--- src/design/sid_filter_pkg.sv ---
`default_nettype none

package sid_filter_pkg;

    localparam int SAMPLE_W     = 18;
    localparam int FC_W         = 11;
    localparam int NF_BIAS      = 16384;   // unfiltered sum start
    localparam int CUTOFF_SCALE = 82355;   // linear cutoff slope

    // reciprocal of resonance, 1024 is unity
    function automatic logic [10:0] res_coef(input logic [3:0] res);
        case (res)
            4'd0:    return 11'd1433;
            4'd1:    return 11'd1313;
            4'd2:    return 11'd1202;
            4'd3:    return 11'd1104;
            4'd4:    return 11'd1024;
            4'd5:    return 11'd938;
            4'd6:    return 11'd859;
            4'd7:    return 11'd788;
            4'd8:    return 11'd716;
            4'd9:    return 11'd656;
            4'd10:   return 11'd601;
            4'd11:   return 11'd552;
            4'd12:   return 11'd512;
            4'd13:   return 11'd469;
            4'd14:   return 11'd429;
            default: return 11'd394;
        endcase
    endfunction

    function automatic logic signed [SAMPLE_W-1:0] add_sat(
        input logic signed [SAMPLE_W-1:0] a,
        input logic signed [SAMPLE_W-1:0] b
    );
        logic [SAMPLE_W:0] sum;
        sum = {a[SAMPLE_W-1], a} + {b[SAMPLE_W-1], b};
        // top two bits disagree on overflow, clamp toward true sign
        if (sum[SAMPLE_W] != sum[SAMPLE_W-1])
            return {sum[SAMPLE_W], {(SAMPLE_W-1){sum[SAMPLE_W-1]}}};
        return sum[SAMPLE_W-1:0];
    endfunction

    function automatic logic signed [SAMPLE_W-1:0] sub_sat(
        input logic signed [SAMPLE_W-1:0] a,
        input logic signed [SAMPLE_W-1:0] b
    );
        logic [SAMPLE_W:0] diff;
        diff = {a[SAMPLE_W-1], a} - {b[SAMPLE_W-1], b};
        if (diff[SAMPLE_W] != diff[SAMPLE_W-1])
            return {diff[SAMPLE_W], {(SAMPLE_W-1){diff[SAMPLE_W-1]}}};
        return diff[SAMPLE_W-1:0];
    endfunction

endpackage

`default_nettype wire

--- src/design/sid_voice_router.sv ---
`timescale 1ns/100ps
`default_nettype none

module sid_voice_router (
    input  wire                                 clk,
    input  wire                                 rst,
    input  wire                                 input_valid,
    input  wire signed [sid_filter_pkg::SAMPLE_W-1:0] voice1,
    input  wire signed [sid_filter_pkg::SAMPLE_W-1:0] voice2,
    input  wire signed [sid_filter_pkg::SAMPLE_W-1:0] voice3,
    input  wire signed [sid_filter_pkg::SAMPLE_W-1:0] ext_in,
    input  wire        [sid_filter_pkg::FC_W-1:0]     fc,
    input  wire        [7:0]                        res_filt,
    input  wire        [7:0]                        mode_vol,
    input  wire                                 enable,
    output logic signed [sid_filter_pkg::SAMPLE_W-1:0] vi,
    output logic signed [sid_filter_pkg::SAMPLE_W-1:0] vnf,
    output logic signed [sid_filter_pkg::SAMPLE_W-1:0] w0,
    output logic       [10:0]                       q,
    output logic       [2:0]                        mix_sel,
    output logic       [3:0]                        volume,
    output logic                                filt_on,
    output logic                                mix_valid
);

    localparam int SW = sid_filter_pkg::SAMPLE_W;

    logic [2:0]           step;      // 0 idle, 1..4 add, 5 publish
    logic                 accept;
    logic signed [SW-1:0] v1_r;
    logic signed [SW-1:0] v2_r;
    logic signed [SW-1:0] v3_r;
    logic signed [SW-1:0] ext_r;
    logic [3:0]           route_r;
    logic                 mute_r;
    logic signed [SW-1:0] acc_vi;
    logic signed [SW-1:0] acc_vnf;
    logic signed [SW-1:0] w0_p;
    logic [10:0]          q_p;
    logic [2:0]           sel_p;
    logic [3:0]           vol_p;
    logic                 on_p;
    logic [35:0]          fc_prod;
    logic signed [SW-1:0] cur;
    logic                 cur_to_filt;
    logic                 cur_skip;

    // publish cycle doubles as idle, so strobes 5 apart are taken
    assign accept  = input_valid && (step == 3'd0 || step == 3'd5);
    assign fc_prod = 36'(sid_filter_pkg::CUTOFF_SCALE) * (36'(fc) + 36'd1);

    always_comb begin
        case (step)
            3'd1: begin
                cur         = v1_r;
                cur_to_filt = route_r[0];
            end
            3'd2: begin
                cur         = v2_r;
                cur_to_filt = route_r[1];
            end
            3'd3: begin
                cur         = v3_r;
                cur_to_filt = route_r[2];
            end
            default: begin
                cur         = ext_r;
                cur_to_filt = route_r[3];
            end
        endcase
    end

    assign cur_skip = (step == 3'd3) && !route_r[2] && mute_r;   // voice3 mute

    always_ff @(posedge clk) begin
        if (rst) begin
            step      <= 3'd0;
            mix_valid <= 1'b0;
        end else begin
            mix_valid <= (step == 3'd5);
            if (accept)
                step <= 3'd1;
            else if (step == 3'd5)
                step <= 3'd0;
            else if (step != 3'd0)
                step <= step + 3'd1;
        end
    end

    always_ff @(posedge clk) begin
        if (accept) begin
            v1_r    <= voice1;
            v2_r    <= voice2;
            v3_r    <= voice3;
            ext_r   <= ext_in;
            route_r <= res_filt[3:0];
            mute_r  <= mode_vol[7];
            acc_vi  <= '0;
            acc_vnf <= SW'(sid_filter_pkg::NF_BIAS);
            w0_p    <= {fc_prod[35], fc_prod[28:12]};
            q_p     <= sid_filter_pkg::res_coef(res_filt[7:4]);
            sel_p   <= mode_vol[6:4];
            vol_p   <= mode_vol[3:0];
            on_p    <= enable;
        end else if (step >= 3'd1 && step <= 3'd4) begin
            if (cur_to_filt)
                acc_vi <= sid_filter_pkg::add_sat(acc_vi, cur);
            else if (!cur_skip)
                acc_vnf <= sid_filter_pkg::add_sat(acc_vnf, cur);
        end
        if (step == 3'd5) begin   // outputs hold until the next publish
            vi      <= acc_vi;
            vnf     <= acc_vnf;
            w0      <= w0_p;
            q       <= q_p;
            mix_sel <= sel_p;
            volume  <= vol_p;
            filt_on <= on_p;
        end
    end

endmodule

`default_nettype wire

--- src/design/sid_svf_core.sv ---
`timescale 1ns/100ps
`default_nettype none

module sid_svf_core (
    input  wire                                  clk,
    input  wire                                  rst,
    input  wire                                  mix_valid,
    input  wire signed [sid_filter_pkg::SAMPLE_W-1:0]  vi,
    input  wire signed [sid_filter_pkg::SAMPLE_W-1:0]  w0,
    input  wire        [10:0]                        q,
    output logic signed [sid_filter_pkg::SAMPLE_W-1:0] vbp,
    output logic signed [sid_filter_pkg::SAMPLE_W-1:0] vlp,
    output logic signed [sid_filter_pkg::SAMPLE_W-1:0] vhp,
    output logic signed [sid_filter_pkg::SAMPLE_W-1:0] vi_out,
    output logic                                 filt_valid
);

    localparam int SW = sid_filter_pkg::SAMPLE_W;

    logic [2:0]           step;   // steps completed, 0 when idle
    logic                 start;
    logic signed [SW-1:0] w0_r;
    logic [10:0]          q_r;
    logic signed [SW-1:0] vi_r;
    logic signed [SW-1:0] dbp;
    logic signed [SW-1:0] mul_a;
    logic signed [SW-1:0] mul_b;
    logic signed [35:0]   prod;
    logic signed [SW-1:0] dv;     // w0 product scaled back
    logic signed [SW-1:0] qv;     // q product, 1024 is unity

    assign start = mix_valid && (step == 3'd0);

    // one shared multiplier across steps 1, 3 and 4
    always_comb begin
        case (step)
            3'd2: begin
                mul_a = w0_r;
                mul_b = vbp;
            end
            3'd3: begin
                mul_a = $signed({7'd0, q_r});
                mul_b = vbp;
            end
            default: begin
                mul_a = w0;   // step 1 reads the router directly
                mul_b = vhp;
            end
        endcase
    end

    assign prod = mul_a * mul_b;
    assign dv   = {prod[35], prod[35:19]};
    assign qv   = {prod[35], prod[26:10]};

    always_ff @(posedge clk) begin
        if (rst) begin
            step       <= 3'd0;
            filt_valid <= 1'b0;
            vbp        <= '0;
            vlp        <= '0;
            vhp        <= '0;
        end else begin
            filt_valid <= 1'b0;
            case (step)
                3'd0: begin
                    if (start)
                        step <= 3'd1;
                end
                3'd1: begin
                    vbp  <= sid_filter_pkg::sub_sat(vbp, dbp);
                    step <= 3'd2;
                end
                3'd2: begin
                    vlp  <= sid_filter_pkg::sub_sat(vlp, dv);   // uses new vbp
                    step <= 3'd3;
                end
                3'd3: begin
                    vhp  <= sid_filter_pkg::sub_sat(qv, vlp);
                    step <= 3'd4;
                end
                3'd4: begin
                    vhp        <= sid_filter_pkg::sub_sat(vhp, vi_r);
                    filt_valid <= 1'b1;
                    step       <= 3'd0;
                end
                default: step <= 3'd0;
            endcase
        end
    end

    always_ff @(posedge clk) begin
        if (start) begin
            dbp  <= dv;
            w0_r <= w0;
            q_r  <= q;
            vi_r <= vi;
        end
        if (step == 3'd4)
            vi_out <= vi_r;   // bypass value for the mixer
    end

endmodule

`default_nettype wire

--- src/design/sid_output_mixer.sv ---
`timescale 1ns/100ps
`default_nettype none

module sid_output_mixer (
    input  wire                                  clk,
    input  wire                                  rst,
    input  wire                                  filt_valid,
    input  wire signed [sid_filter_pkg::SAMPLE_W-1:0]  vbp,
    input  wire signed [sid_filter_pkg::SAMPLE_W-1:0]  vlp,
    input  wire signed [sid_filter_pkg::SAMPLE_W-1:0]  vhp,
    input  wire signed [sid_filter_pkg::SAMPLE_W-1:0]  vi,
    input  wire signed [sid_filter_pkg::SAMPLE_W-1:0]  vnf,
    input  wire        [2:0]                         mix_sel,
    input  wire        [3:0]                         volume,
    input  wire                                  filt_on,
    output logic signed [sid_filter_pkg::SAMPLE_W-1:0] sound
);

    localparam int SW = sid_filter_pkg::SAMPLE_W;

    logic signed [SW-1:0] vnf_d;
    logic [2:0]           sel_d;
    logic [3:0]           vol_d;
    logic                 on_d;
    logic signed [SW-1:0] s_bp;
    logic signed [SW-1:0] s_lp;
    logic signed [SW-1:0] s_hp;
    logic signed [SW-1:0] fsum;
    logic signed [SW-1:0] vnf_s;
    logic signed [SW-1:0] vi_s;
    logic                 on_s;
    logic [3:0]           vol_s;
    logic signed [SW-1:0] mix;
    logic [3:0]           vol_m;
    logic                 stage2_valid;
    logic                 stage3_valid;
    logic signed [22:0]   prod;

    // router may publish the next sample on the filt_valid edge
    always_ff @(posedge clk) begin
        vnf_d <= vnf;
        sel_d <= mix_sel;
        vol_d <= volume;
        on_d  <= filt_on;
    end

    // bit 1 band-pass, bit 0 low-pass, bit 2 high-pass
    assign s_bp = sel_d[1] ? sid_filter_pkg::add_sat('0, vbp) : '0;
    assign s_lp = sel_d[0] ? sid_filter_pkg::add_sat(s_bp, vlp) : s_bp;
    assign s_hp = sel_d[2] ? sid_filter_pkg::add_sat(s_lp, vhp) : s_lp;

    assign prod = mix * $signed({1'b0, vol_m});

    always_ff @(posedge clk) begin
        if (filt_valid) begin
            fsum  <= s_hp;
            vnf_s <= vnf_d;
            vi_s  <= vi;
            on_s  <= on_d;
            vol_s <= vol_d;
        end
        if (stage2_valid) begin
            mix   <= sid_filter_pkg::add_sat(vnf_s, on_s ? fsum : vi_s);   // bypass when off
            vol_m <= vol_s;
        end
    end

    always_ff @(posedge clk) begin
        if (rst) begin
            stage2_valid <= 1'b0;
            stage3_valid <= 1'b0;
            sound        <= '0;
        end else begin
            stage2_valid <= filt_valid;
            stage3_valid <= stage2_valid;
            if (stage3_valid) begin
                if (prod[21] != prod[20])
                    sound <= {prod[21], {(SW-1){prod[20]}}};   // clip
                else
                    sound <= prod[20:3];
            end
        end
    end

endmodule

`default_nettype wire

--- src/design/sid_filter_top.sv ---
`timescale 1ns/100ps
`default_nettype none

module sid_filter_top (
    input  wire                                 clk,
    input  wire                                 rst,
    input  wire signed [sid_filter_pkg::SAMPLE_W-1:0] voice1,
    input  wire signed [sid_filter_pkg::SAMPLE_W-1:0] voice2,
    input  wire signed [sid_filter_pkg::SAMPLE_W-1:0] voice3,
    input  wire signed [sid_filter_pkg::SAMPLE_W-1:0] ext_in,
    input  wire        [sid_filter_pkg::FC_W-1:0]     fc,
    input  wire        [7:0]                        res_filt,
    input  wire        [7:0]                        mode_vol,
    input  wire                                 enable,
    input  wire                                 input_valid,
    output wire signed [sid_filter_pkg::SAMPLE_W-1:0] sound
);

    localparam int SW = sid_filter_pkg::SAMPLE_W;

    wire signed [SW-1:0] vi;
    wire signed [SW-1:0] vnf;
    wire signed [SW-1:0] w0;
    wire        [10:0]   q;
    wire        [2:0]    mix_sel;
    wire        [3:0]    volume;
    wire                 filt_on;
    wire                 mix_valid;
    wire signed [SW-1:0] vbp;
    wire signed [SW-1:0] vlp;
    wire signed [SW-1:0] vhp;
    wire signed [SW-1:0] core_vi;   // registered copy for bypass
    wire                 filt_valid;

    sid_voice_router u_router (
        .clk         (clk),
        .rst         (rst),
        .input_valid (input_valid),
        .voice1      (voice1),
        .voice2      (voice2),
        .voice3      (voice3),
        .ext_in      (ext_in),
        .fc          (fc),
        .res_filt    (res_filt),
        .mode_vol    (mode_vol),
        .enable      (enable),
        .vi          (vi),
        .vnf         (vnf),
        .w0          (w0),
        .q           (q),
        .mix_sel     (mix_sel),
        .volume      (volume),
        .filt_on     (filt_on),
        .mix_valid   (mix_valid)
    );

    sid_svf_core u_core (
        .clk        (clk),
        .rst        (rst),
        .mix_valid  (mix_valid),
        .vi         (vi),
        .w0         (w0),
        .q          (q),
        .vbp        (vbp),
        .vlp        (vlp),
        .vhp        (vhp),
        .vi_out     (core_vi),
        .filt_valid (filt_valid)
    );

    sid_output_mixer u_mixer (
        .clk        (clk),
        .rst        (rst),
        .filt_valid (filt_valid),
        .vbp        (vbp),
        .vlp        (vlp),
        .vhp        (vhp),
        .vi         (core_vi),
        .vnf        (vnf),
        .mix_sel    (mix_sel),
        .volume     (volume),
        .filt_on    (filt_on),
        .sound      (sound)
    );

endmodule

`default_nettype wire

--- config.mk ---
export PLATFORM = sky130hd
export DESIGN_NAME = sid_filter_top
export DESIGN_NICKNAME = d
export VERILOG_FILES = /design/src/design/sid_filter_pkg.sv /design/src/design/sid_voice_router.sv /design/src/design/sid_svf_core.sv /design/src/design/sid_output_mixer.sv /design/src/design/sid_filter_top.sv
export SDC_FILE = /design/constraint.sdc
export NUM_CORES = 2
export LEC_CHECK = 0
export BUFFER_PORTS_ARGS = -buffer_cell sky130_fd_sc_hd__buf_2
export CORE_UTILIZATION = 58
export CTS_CLUSTER_DIAMETER = 120
export DETAILED_ROUTE_END_ITERATION = 16
export GPL_TIMING_DRIVEN = 0
export PLACE_DENSITY = 0.82
export SETUP_SLACK_MARGIN = 0.3
export SLEW_MARGIN = 40
export SYNTH_ARGS = -nofsm -noshare
export SYNTH_HDL_FRONTEND = slang
export SYNTH_SLANG_ARGS = --single-unit
--- constraint.sdc ---
create_clock -name clk -period 10.4 [get_ports clk]
set_clock_uncertainty 0.1 [all_clocks]
set_input_delay 1.04 -clock clk [delete_from_list [all_inputs] [get_ports clk]]
set_output_delay 1.04 -clock clk [all_outputs]
set_load 0.05 [all_outputs]
# Word-level counts from Yosys, hierarchy flattened
# Memory sizes are Yosys's and may differ from the RTL's. A register that Yosys moved wholly into a read port is not among the register bits.
# Cells that the tools add are included.
[totals]
reg_bits = 483
rom_bits = 176
in_bits = 103
wordCells = 159
n_memories = 1
[classes]
addsub = 11
multipliers = 3
n_lt_le_gt_ge = 2
eq_ne = 19
mux = 59
bitwise_logic = 2
n_reduce_logical = 16
[mem_list]
columns = ["memory", "words", "width", "read_ports", "rd_clocked_by_memory_dff", "write_ports", "line_no", "rtl"]
rows = [
  ["(name not given)", 16, 11, 1, 1, 0, "sid_filter_pkg.sv:12", "case (res)"],
]
[ops]
columns = ["cell", "count"]
rows = [
  ["$mux W18", 24],
  ["$add A18 B18 Y19", 5],
  ["$pmux W18 S2", 2],
  ["$pmux W18 S3", 1],
  ["$sub A18 B17 Y19", 2],
  ["$sub A18 B18 Y19", 2],
  ["$mul A17 B36 Y36 const A", 1],
  ["$mul A18 B18 Y36", 1],
  ["$mux W1", 29],
  ["$mul A18 B5 Y22", 1],
  ["$add A11 B1 Y12 const B", 1],
  ["$eq A3 B2 Y1 const B", 4],
  ["$pmux W3 S4", 1],
  ["$ne A1 B1 Y1", 10],
  ["$eq A3 B1 Y1 const B", 2],
  ["$eq A3 B3 Y1 const B", 2],
  ["$logic_not A3 Y1", 2],
  ["$reduce_bool A3 Y1", 2],
  ["$logic_and A1 B1 Y1", 5],
  ["$add A3 B1 Y3 const B", 1],
  ["$ge A3 B1 Y1 const B", 1],
  ["$le A3 B3 Y1 const B", 1],
  ["$mux W3", 1],
  ["$pmux W1 S3", 1],
  ["9 further kinds", 10],
]

# Longest topological paths before layout
[logic_depth]
ltp_word = 11
mapped_depth = 51
mapped_depth_nobuf = 45

# Hierarchy
# Synthesis repeated with hierarchy kept, for this count alone.
[unflattened]
hier_cells = 4576
area_unflattened_um2 = 44480.2
[by_module_without_submodules]
columns = ["module", "instances", "cells_per_inst", "area_per_inst_um2"]
rows = [
  ["sid_svf_core", 1, 2393, 21115.3],
  ["sid_voice_router", 1, 1095, 13048.8],
  ["sid_output_mixer", 1, 1088, 10316.1],
]

# Worst setup path before layout
# Ideal clock, no wire load.
[synth_timing]
path_kind = "reg2reg"
from = "reg u_core.step[2]"
to = "reg u_core.vlp[5] in the netlist's numbering"
setup_ns = 0.096
t_arrival_ns = 10.570
setup_slack_ns = -0.365
stages_incl_launch_ff = 45
n_path_buf = 7
synth_period_minus_slack_ns = 10.765
cell_sequence = "dfxtp_1 > nand2b_1 > buf_4 > clkbuf_1 > clkbuf_1 > nand2_1 > o21ai_0 > clkbuf_1 > nand2_1 > fa_1 > fa_1 > fa_1 > inv_1 > fa_1 > fa_1 > inv_1 > fa_1 > inv_1 > (+9 left out) > o21ai_0 > a21o_1 > a21oi_1 > xor2_1 > ha_1 > and2_1 > a31o_2 > a211o_1 > o31ai_1 > nand2_1 > a211oi_2 > a2111oi_2 > a311oi_4 > ha_1 > clkbuf_1 > clkbuf_1 > nand2_1 > a221oi_1"
[synth_via]
elab_chain_cells = 10
elab_cells_between_ends = 13
cone_classes = "add/sub: 1; mul: 1; eq/ne: 3; mux: 7; reduce/logical: 1"
[synth_lines]
columns = ["item", "line_no", "rtl"]
rows = [
  ["start, declared", "sid_svf_core.sv:20", "logic [2:0] step;"],
  ["start signal, assigned", "sid_svf_core.sv:58", "step <= 3'd0;"],
  ["start signal, assigned", "sid_svf_core.sv:68", "step <= 3'd1;"],
  ["start signal, assigned", "sid_svf_core.sv:72", "step <= 3'd2;"],
  ["$eq A3 B2 Y1", "n/a", ""],
  ["$reduce_or A2 Y1 (no source line)", "n/a", ""],
  ["$mux W18", "sid_svf_core.sv:36", "case (step)"],
  ["$mul A18 B18 Y36", "sid_svf_core.sv:52", "assign prod = mul_a * mul_b;"],
  ["$sub A18 B17 Y19", "sid_filter_pkg.sv:49", "diff = {a[SAMPLE_W-1], a} - {b[SAMPLE_W-1], b};"],
  ["$ne A1 B1 Y1", "sid_filter_pkg.sv:50", "if (diff[SAMPLE_W] != diff[SAMPLE_W-1])"],
  ["$mux W1", "sid_filter_pkg.sv:50", ""],
  ["$mux W1", "sid_svf_core.sv:65", "case (step)"],
  ["$mux W1", "sid_svf_core.sv:57", "if (rst) begin"],
  ["$mux W18", "sid_filter_pkg.sv:52", "return diff[SAMPLE_W-1:0];"],
  ["end signal, assigned", "sid_svf_core.sv:75", "vlp <= sid_filter_pkg::sub_sat(vlp, dv);"],
  ["end, declared", "sid_svf_core.sv:12", "output logic signed [sid_filter_pkg::SAMPLE_W-1:0] vlp,"],
]
# Several ways; a longest one is shown, not always the timed one. The select of a mux whose other input is x is not followed.
# A chain may end at the register's enable or synchronous reset.

# Final worst setup path
[layout_timing]
from = "reg u_core.step[1]"
to = "reg u_core.vhp[7] in the netlist's numbering"
[layout_via]
elab_chain_cells = 11
elab_cells_between_ends = 16
cone_classes = "add/sub: 1; mul: 1; eq/ne: 4; mux: 8; reduce/logical: 2"
[layout_lines]
columns = ["item", "line_no", "rtl"]
rows = [
  ["$eq A3 B2 Y1", "n/a", ""],
  ["$reduce_or A2 Y1 (no source line)", "n/a", ""],
  ["$mux W18", "sid_svf_core.sv:36", ""],
  ["$mul A18 B18 Y36 *", "sid_svf_core.sv:52", ""],
  ["named net u_core.prod[35]", "sid_svf_core.sv:28", "logic signed [35:0] prod;"],
  ["$sub A18 B18 Y19 *", "sid_filter_pkg.sv:49", ""],
  ["$ne A1 B1 Y1", "sid_filter_pkg.sv:50", ""],
  ["$mux W1", "sid_filter_pkg.sv:50", ""],
  ["$mux W1", "sid_svf_core.sv:65", ""],
  ["$mux W1", "sid_svf_core.sv:57", ""],
  ["$mux W18 *", "sid_filter_pkg.sv:52", ""],
  ["$pmux W18 S2 *", "sid_svf_core.sv:65", ""],
  ["end signal, assigned", "sid_svf_core.sv:79", "vhp <= sid_filter_pkg::sub_sat(qv, vlp);"],
  ["end signal, assigned", "sid_svf_core.sv:83", "vhp <= sid_filter_pkg::sub_sat(vhp, vi_r);"],
  ["end, declared", "sid_svf_core.sv:13", "output logic signed [sid_filter_pkg::SAMPLE_W-1:0] vhp,"],
]
# The timed path passes the listed nets; every way through them passes the cells marked *. The select of a mux whose other input is x is not followed.

==> results_dict.tcl <==
set metrics [dict create \
    clk_latency_ns 0.62 \
    finalSetupViolations 9 \
    internal-power_mw 3.92 \
    antenna_found_initial 3 \
    first_global_vias 32800 \
    max_stage_delay_ns 0.61 \
    numPlacedInstances 5192 \
    p_per_area_nw_per_um2 121 \
    maxCapViolCount 0 \
    io_pins 121 \
    yosysTopAreaCellShare_pct 25.7 \
    path_class "register to register" \
    power_frac_clock_pct 30.6 \
    synthTopCellsByCount "620 x inv_1, 441 x ha_1, 376 x nand2_1" \
    hpwl_um 83200 \
    first_pass_iters 7 \
    grt_util_all_layers_pct 32.8 \
    hold_class "register to register" \
    core.rowCount 96 \
    grt_setup_unrepaired "true" \
    ys_seq_area_share_pct 32.7 \
    path_common_cell "fa_1" \
    cts.htree.levels 2 \
    core_um2 68900 \
    status "complete, but fails checks" \
    clk_path_buf_depth 3 \
    post-synth-top-count-cell "inv_1" \
    highest_layer "met5" \
    dp_slack_ns -1.77 \
    netlist_area_um2 40600 \
    stdcell_count 5450 \
    clock-sinks 491 \
    wl_um 124000 \
    ys_ff_latch 491 \
    synth_area_per_cell_um2 9.84 \
    gp_congestion 1.03 \
    failed_checks "setup timing" \
    synth_top_family_by_area "adder cells" \
    setup_ws_ns -0.0814 \
    vias_per_cell 6.18 \
    worstSetupEndpointType "register" \
    maxSlewHeadroom_pct 32.5 \
    synth_area_leaders "edfxtp_1 26%, fa_1 16%, ha_1 14%" \
    power.ir.vdd_worst_v 0.000183 \
    yosysWarnings 0 \
    syn2layout_area_growth_pct 18.2 \
    finalPower_mw 5.82 \
    synthXorXnorAreaFrac_pct 3.95 \
    drtAntennaViolNets 0 \
    drt-met1-wl_um 44800 \
    drc 0 \
    ctsRootBufferMaster "clkbuf_16" \
    via_count 33700 \
    tightest_slew_ns 1.01 \
    slowest_stage "fa_1" \
    port_buffers 118 \
    first_iter_violations 4079 \
    synth_top_area_cell "edfxtp_1" \
    overflow 0 \
    worstPathRequired_ns 10.81 \
    cts_hold_buf 0 \
    synth_cell_types 88 \
    p_sw_mw 1.90 \
    cp.arrival_ns 10.89 \
    p_comb_share_pct 28.7 \
    synth_compound_area_share_pct 12.6 \
    syn_nets 4998 \
    synth_edf_count 347 \
    syn_inst 4127 \
    p_leak_nw 21.5 \
    cts_made_buffers 50 \
    grt_max_degree 64 \
    die_x_um 267 \
    wl_met2_um 55100 \
    hold_viol 0 \
    fillers 4610 \
    drive_above_1_share_pct 16.3 \
    wl_met3_um 15000 \
    wl_per_cell_um 22.8 \
    synthFlopType "edfxtp_1" \
    fin_crit_ns 10.48 \
    yosys.area_share.simple_pct 11.9 \
    synthAdderAreaFrac_pct 29.7 \
    crit_fanout 8 \
    final-max-slew-violation-count 0 \
    tritoncts "built" \
    fin_crit_sh_pct 101 \
    ys_async_sr_fraction_pct 0 \
    seqPwrFrac_pct 40.8 \
    die_y_um 267 \
    clk_pin_slew_ns 0.07 \
    max_freq_mhz 95.4 \
    die_area_um2 71100 \
    startpoint_type "register" \
    initial_core_util_pct 58.9 \
    grt_first_pass_wirelength_um 179000 \
    nets 5347 \
    synthMuxAreaShare_pct 2.04 \
    swShare_pct 32.7 \
]
-- area by class of cell --
class                           count  area, um2  share of cell area [%]
Antenna cell                        2       5.00                  0.0104
Buffer                            129       1040                    2.17
Clock buffer                       63       1330                    2.77
Clock inverter                     30        282                   0.587
Inverter                          622       2360                    4.91
Multi-Input combinational cell   2885      26300                    54.8
Sequential cell                   491      13300                    27.7
Tap cell                          931       1160                    2.43
Timing Repair Buffer              297       2200                    4.58
-- layout by cell type (no fill, tap or decap), types with 18 or more instances in the layout --
master / n
a31oi_1: 47
o21bai_1: 23
or3_1: 18
mux2_2: 25
a21oi_1: 177
a21o_1: 66
nand2b_1: 30
ha_4: 20
buf_4: 134
mux2i_4: 23
nand3_1: 44
dfxtp_1: 140
xnor2_1: 116
and3_1: 20
nand2_1: 360
fa_1: 310
ha_1: 417
clkbuf_16: 62
inv_1: 605
nor3_1: 70
clkbuf_1: 84
a222oi_1: 19
o21ai_0: 178
buf_2: 132
xor2_1: 52
edfxtp_1: 347
nor2b_1: 26
and2_1: 76
a211oi_1: 21
o21a_1: 41
nor2_1: 317
-- worst paths after layout --
kind	endpoint	startpoint	depth (start not counted)	slack, ns
hold / removal	u_mixer.vnf_d[5]$_DFF_P_	u_router.vnf[5]$_DFFE_PP_	0	0.24
setup / recovery	u_core.vhp[7]$_SDFFE_PP0P_	u_core.step[1]$_SDFFE_PP0P_	43	-0.08
setup reg to reg	u_core.vhp[7]$_SDFFE_PP0P_	u_core.step[1]$_SDFFE_PP0P_	43	-0.08
hold reg to reg	u_mixer.vnf_d[5]$_DFF_P_	u_router.vnf[5]$_DFFE_PP_	0	0.24
-- metal layers --
metal,up-vias,global-route usage (%)
met1,16000,40.7
li1,14700,-
met2,2248,52.1
met4,4,18.5
met3,724,8.42
met5,-,0
-- what timing repair did --
| item | 4_1_cts | 5_1_grt |
|---|---|---|
| cloned | 7 | 3 |
| setup endpoints to repair | 36 | 35 |
| buffers inserted | 93 | 60 |
| resized for setup | 311 | 179 |
| pin swaps | 81 | 96 |
-- through the flow --
stage / cell area [um2] / utilization (%) / setup TNS (ns) / hold slack (ns)
2_1_floorplan: 40700 / - / 0 / 0.223
3_5_place_dp: 42700 / 61.9 / -54.47 / 0.228
5_1_grt: 48000 / 69.6 / -6.21 / 0.240
3_3_place_gp: 42500 / 61.6 / -96.31 / 0.224
6_report: 48000 / 69.6 / -0.374 / 0.236
4_1_cts: 46700 / 67.7 / 0 / 0.237
-- cells by family (layout without fill, tap and decap cells) --
kind of cell,Yosys count,in the layout
fa+ha+maj,769,769
other cells,0,2
mux,72,72
xor+xnor,183,183
simple gates,1077,1077
flops,491,491
buf+inv,751,1141
compound gates,784,784
-- power groups by stage --
stage / clock, mW / sequential, mW / combinational, mW
floorplan: 0 / 2.37 / 1.24
global placement: 0 / 2.41 / 1.53
detailed placement: 0 / 2.41 / 1.60
CTS: 1.77 / 2.37 / 1.63
global route: 1.86 / 2.38 / 1.86
finish: 1.78 / 2.37 / 1.67
-- worst max-delay path: cells and delay by family (launching register included) --
| family | cells | cell delay [ns] |
|---|---|---|
| fa+ha+maj | 9 | 4.02 |
| buf+inv | 12 | 1.73 |
| xor+xnor | 1 | 0.13 |
| mux | 2 | 0.47 |
| flops | 1 | 0.32 |
| compound gates | 8 | 1.61 |
| simple gates | 11 | 2.01 |
Note: power is estimated with default switching activity, not from simulation.
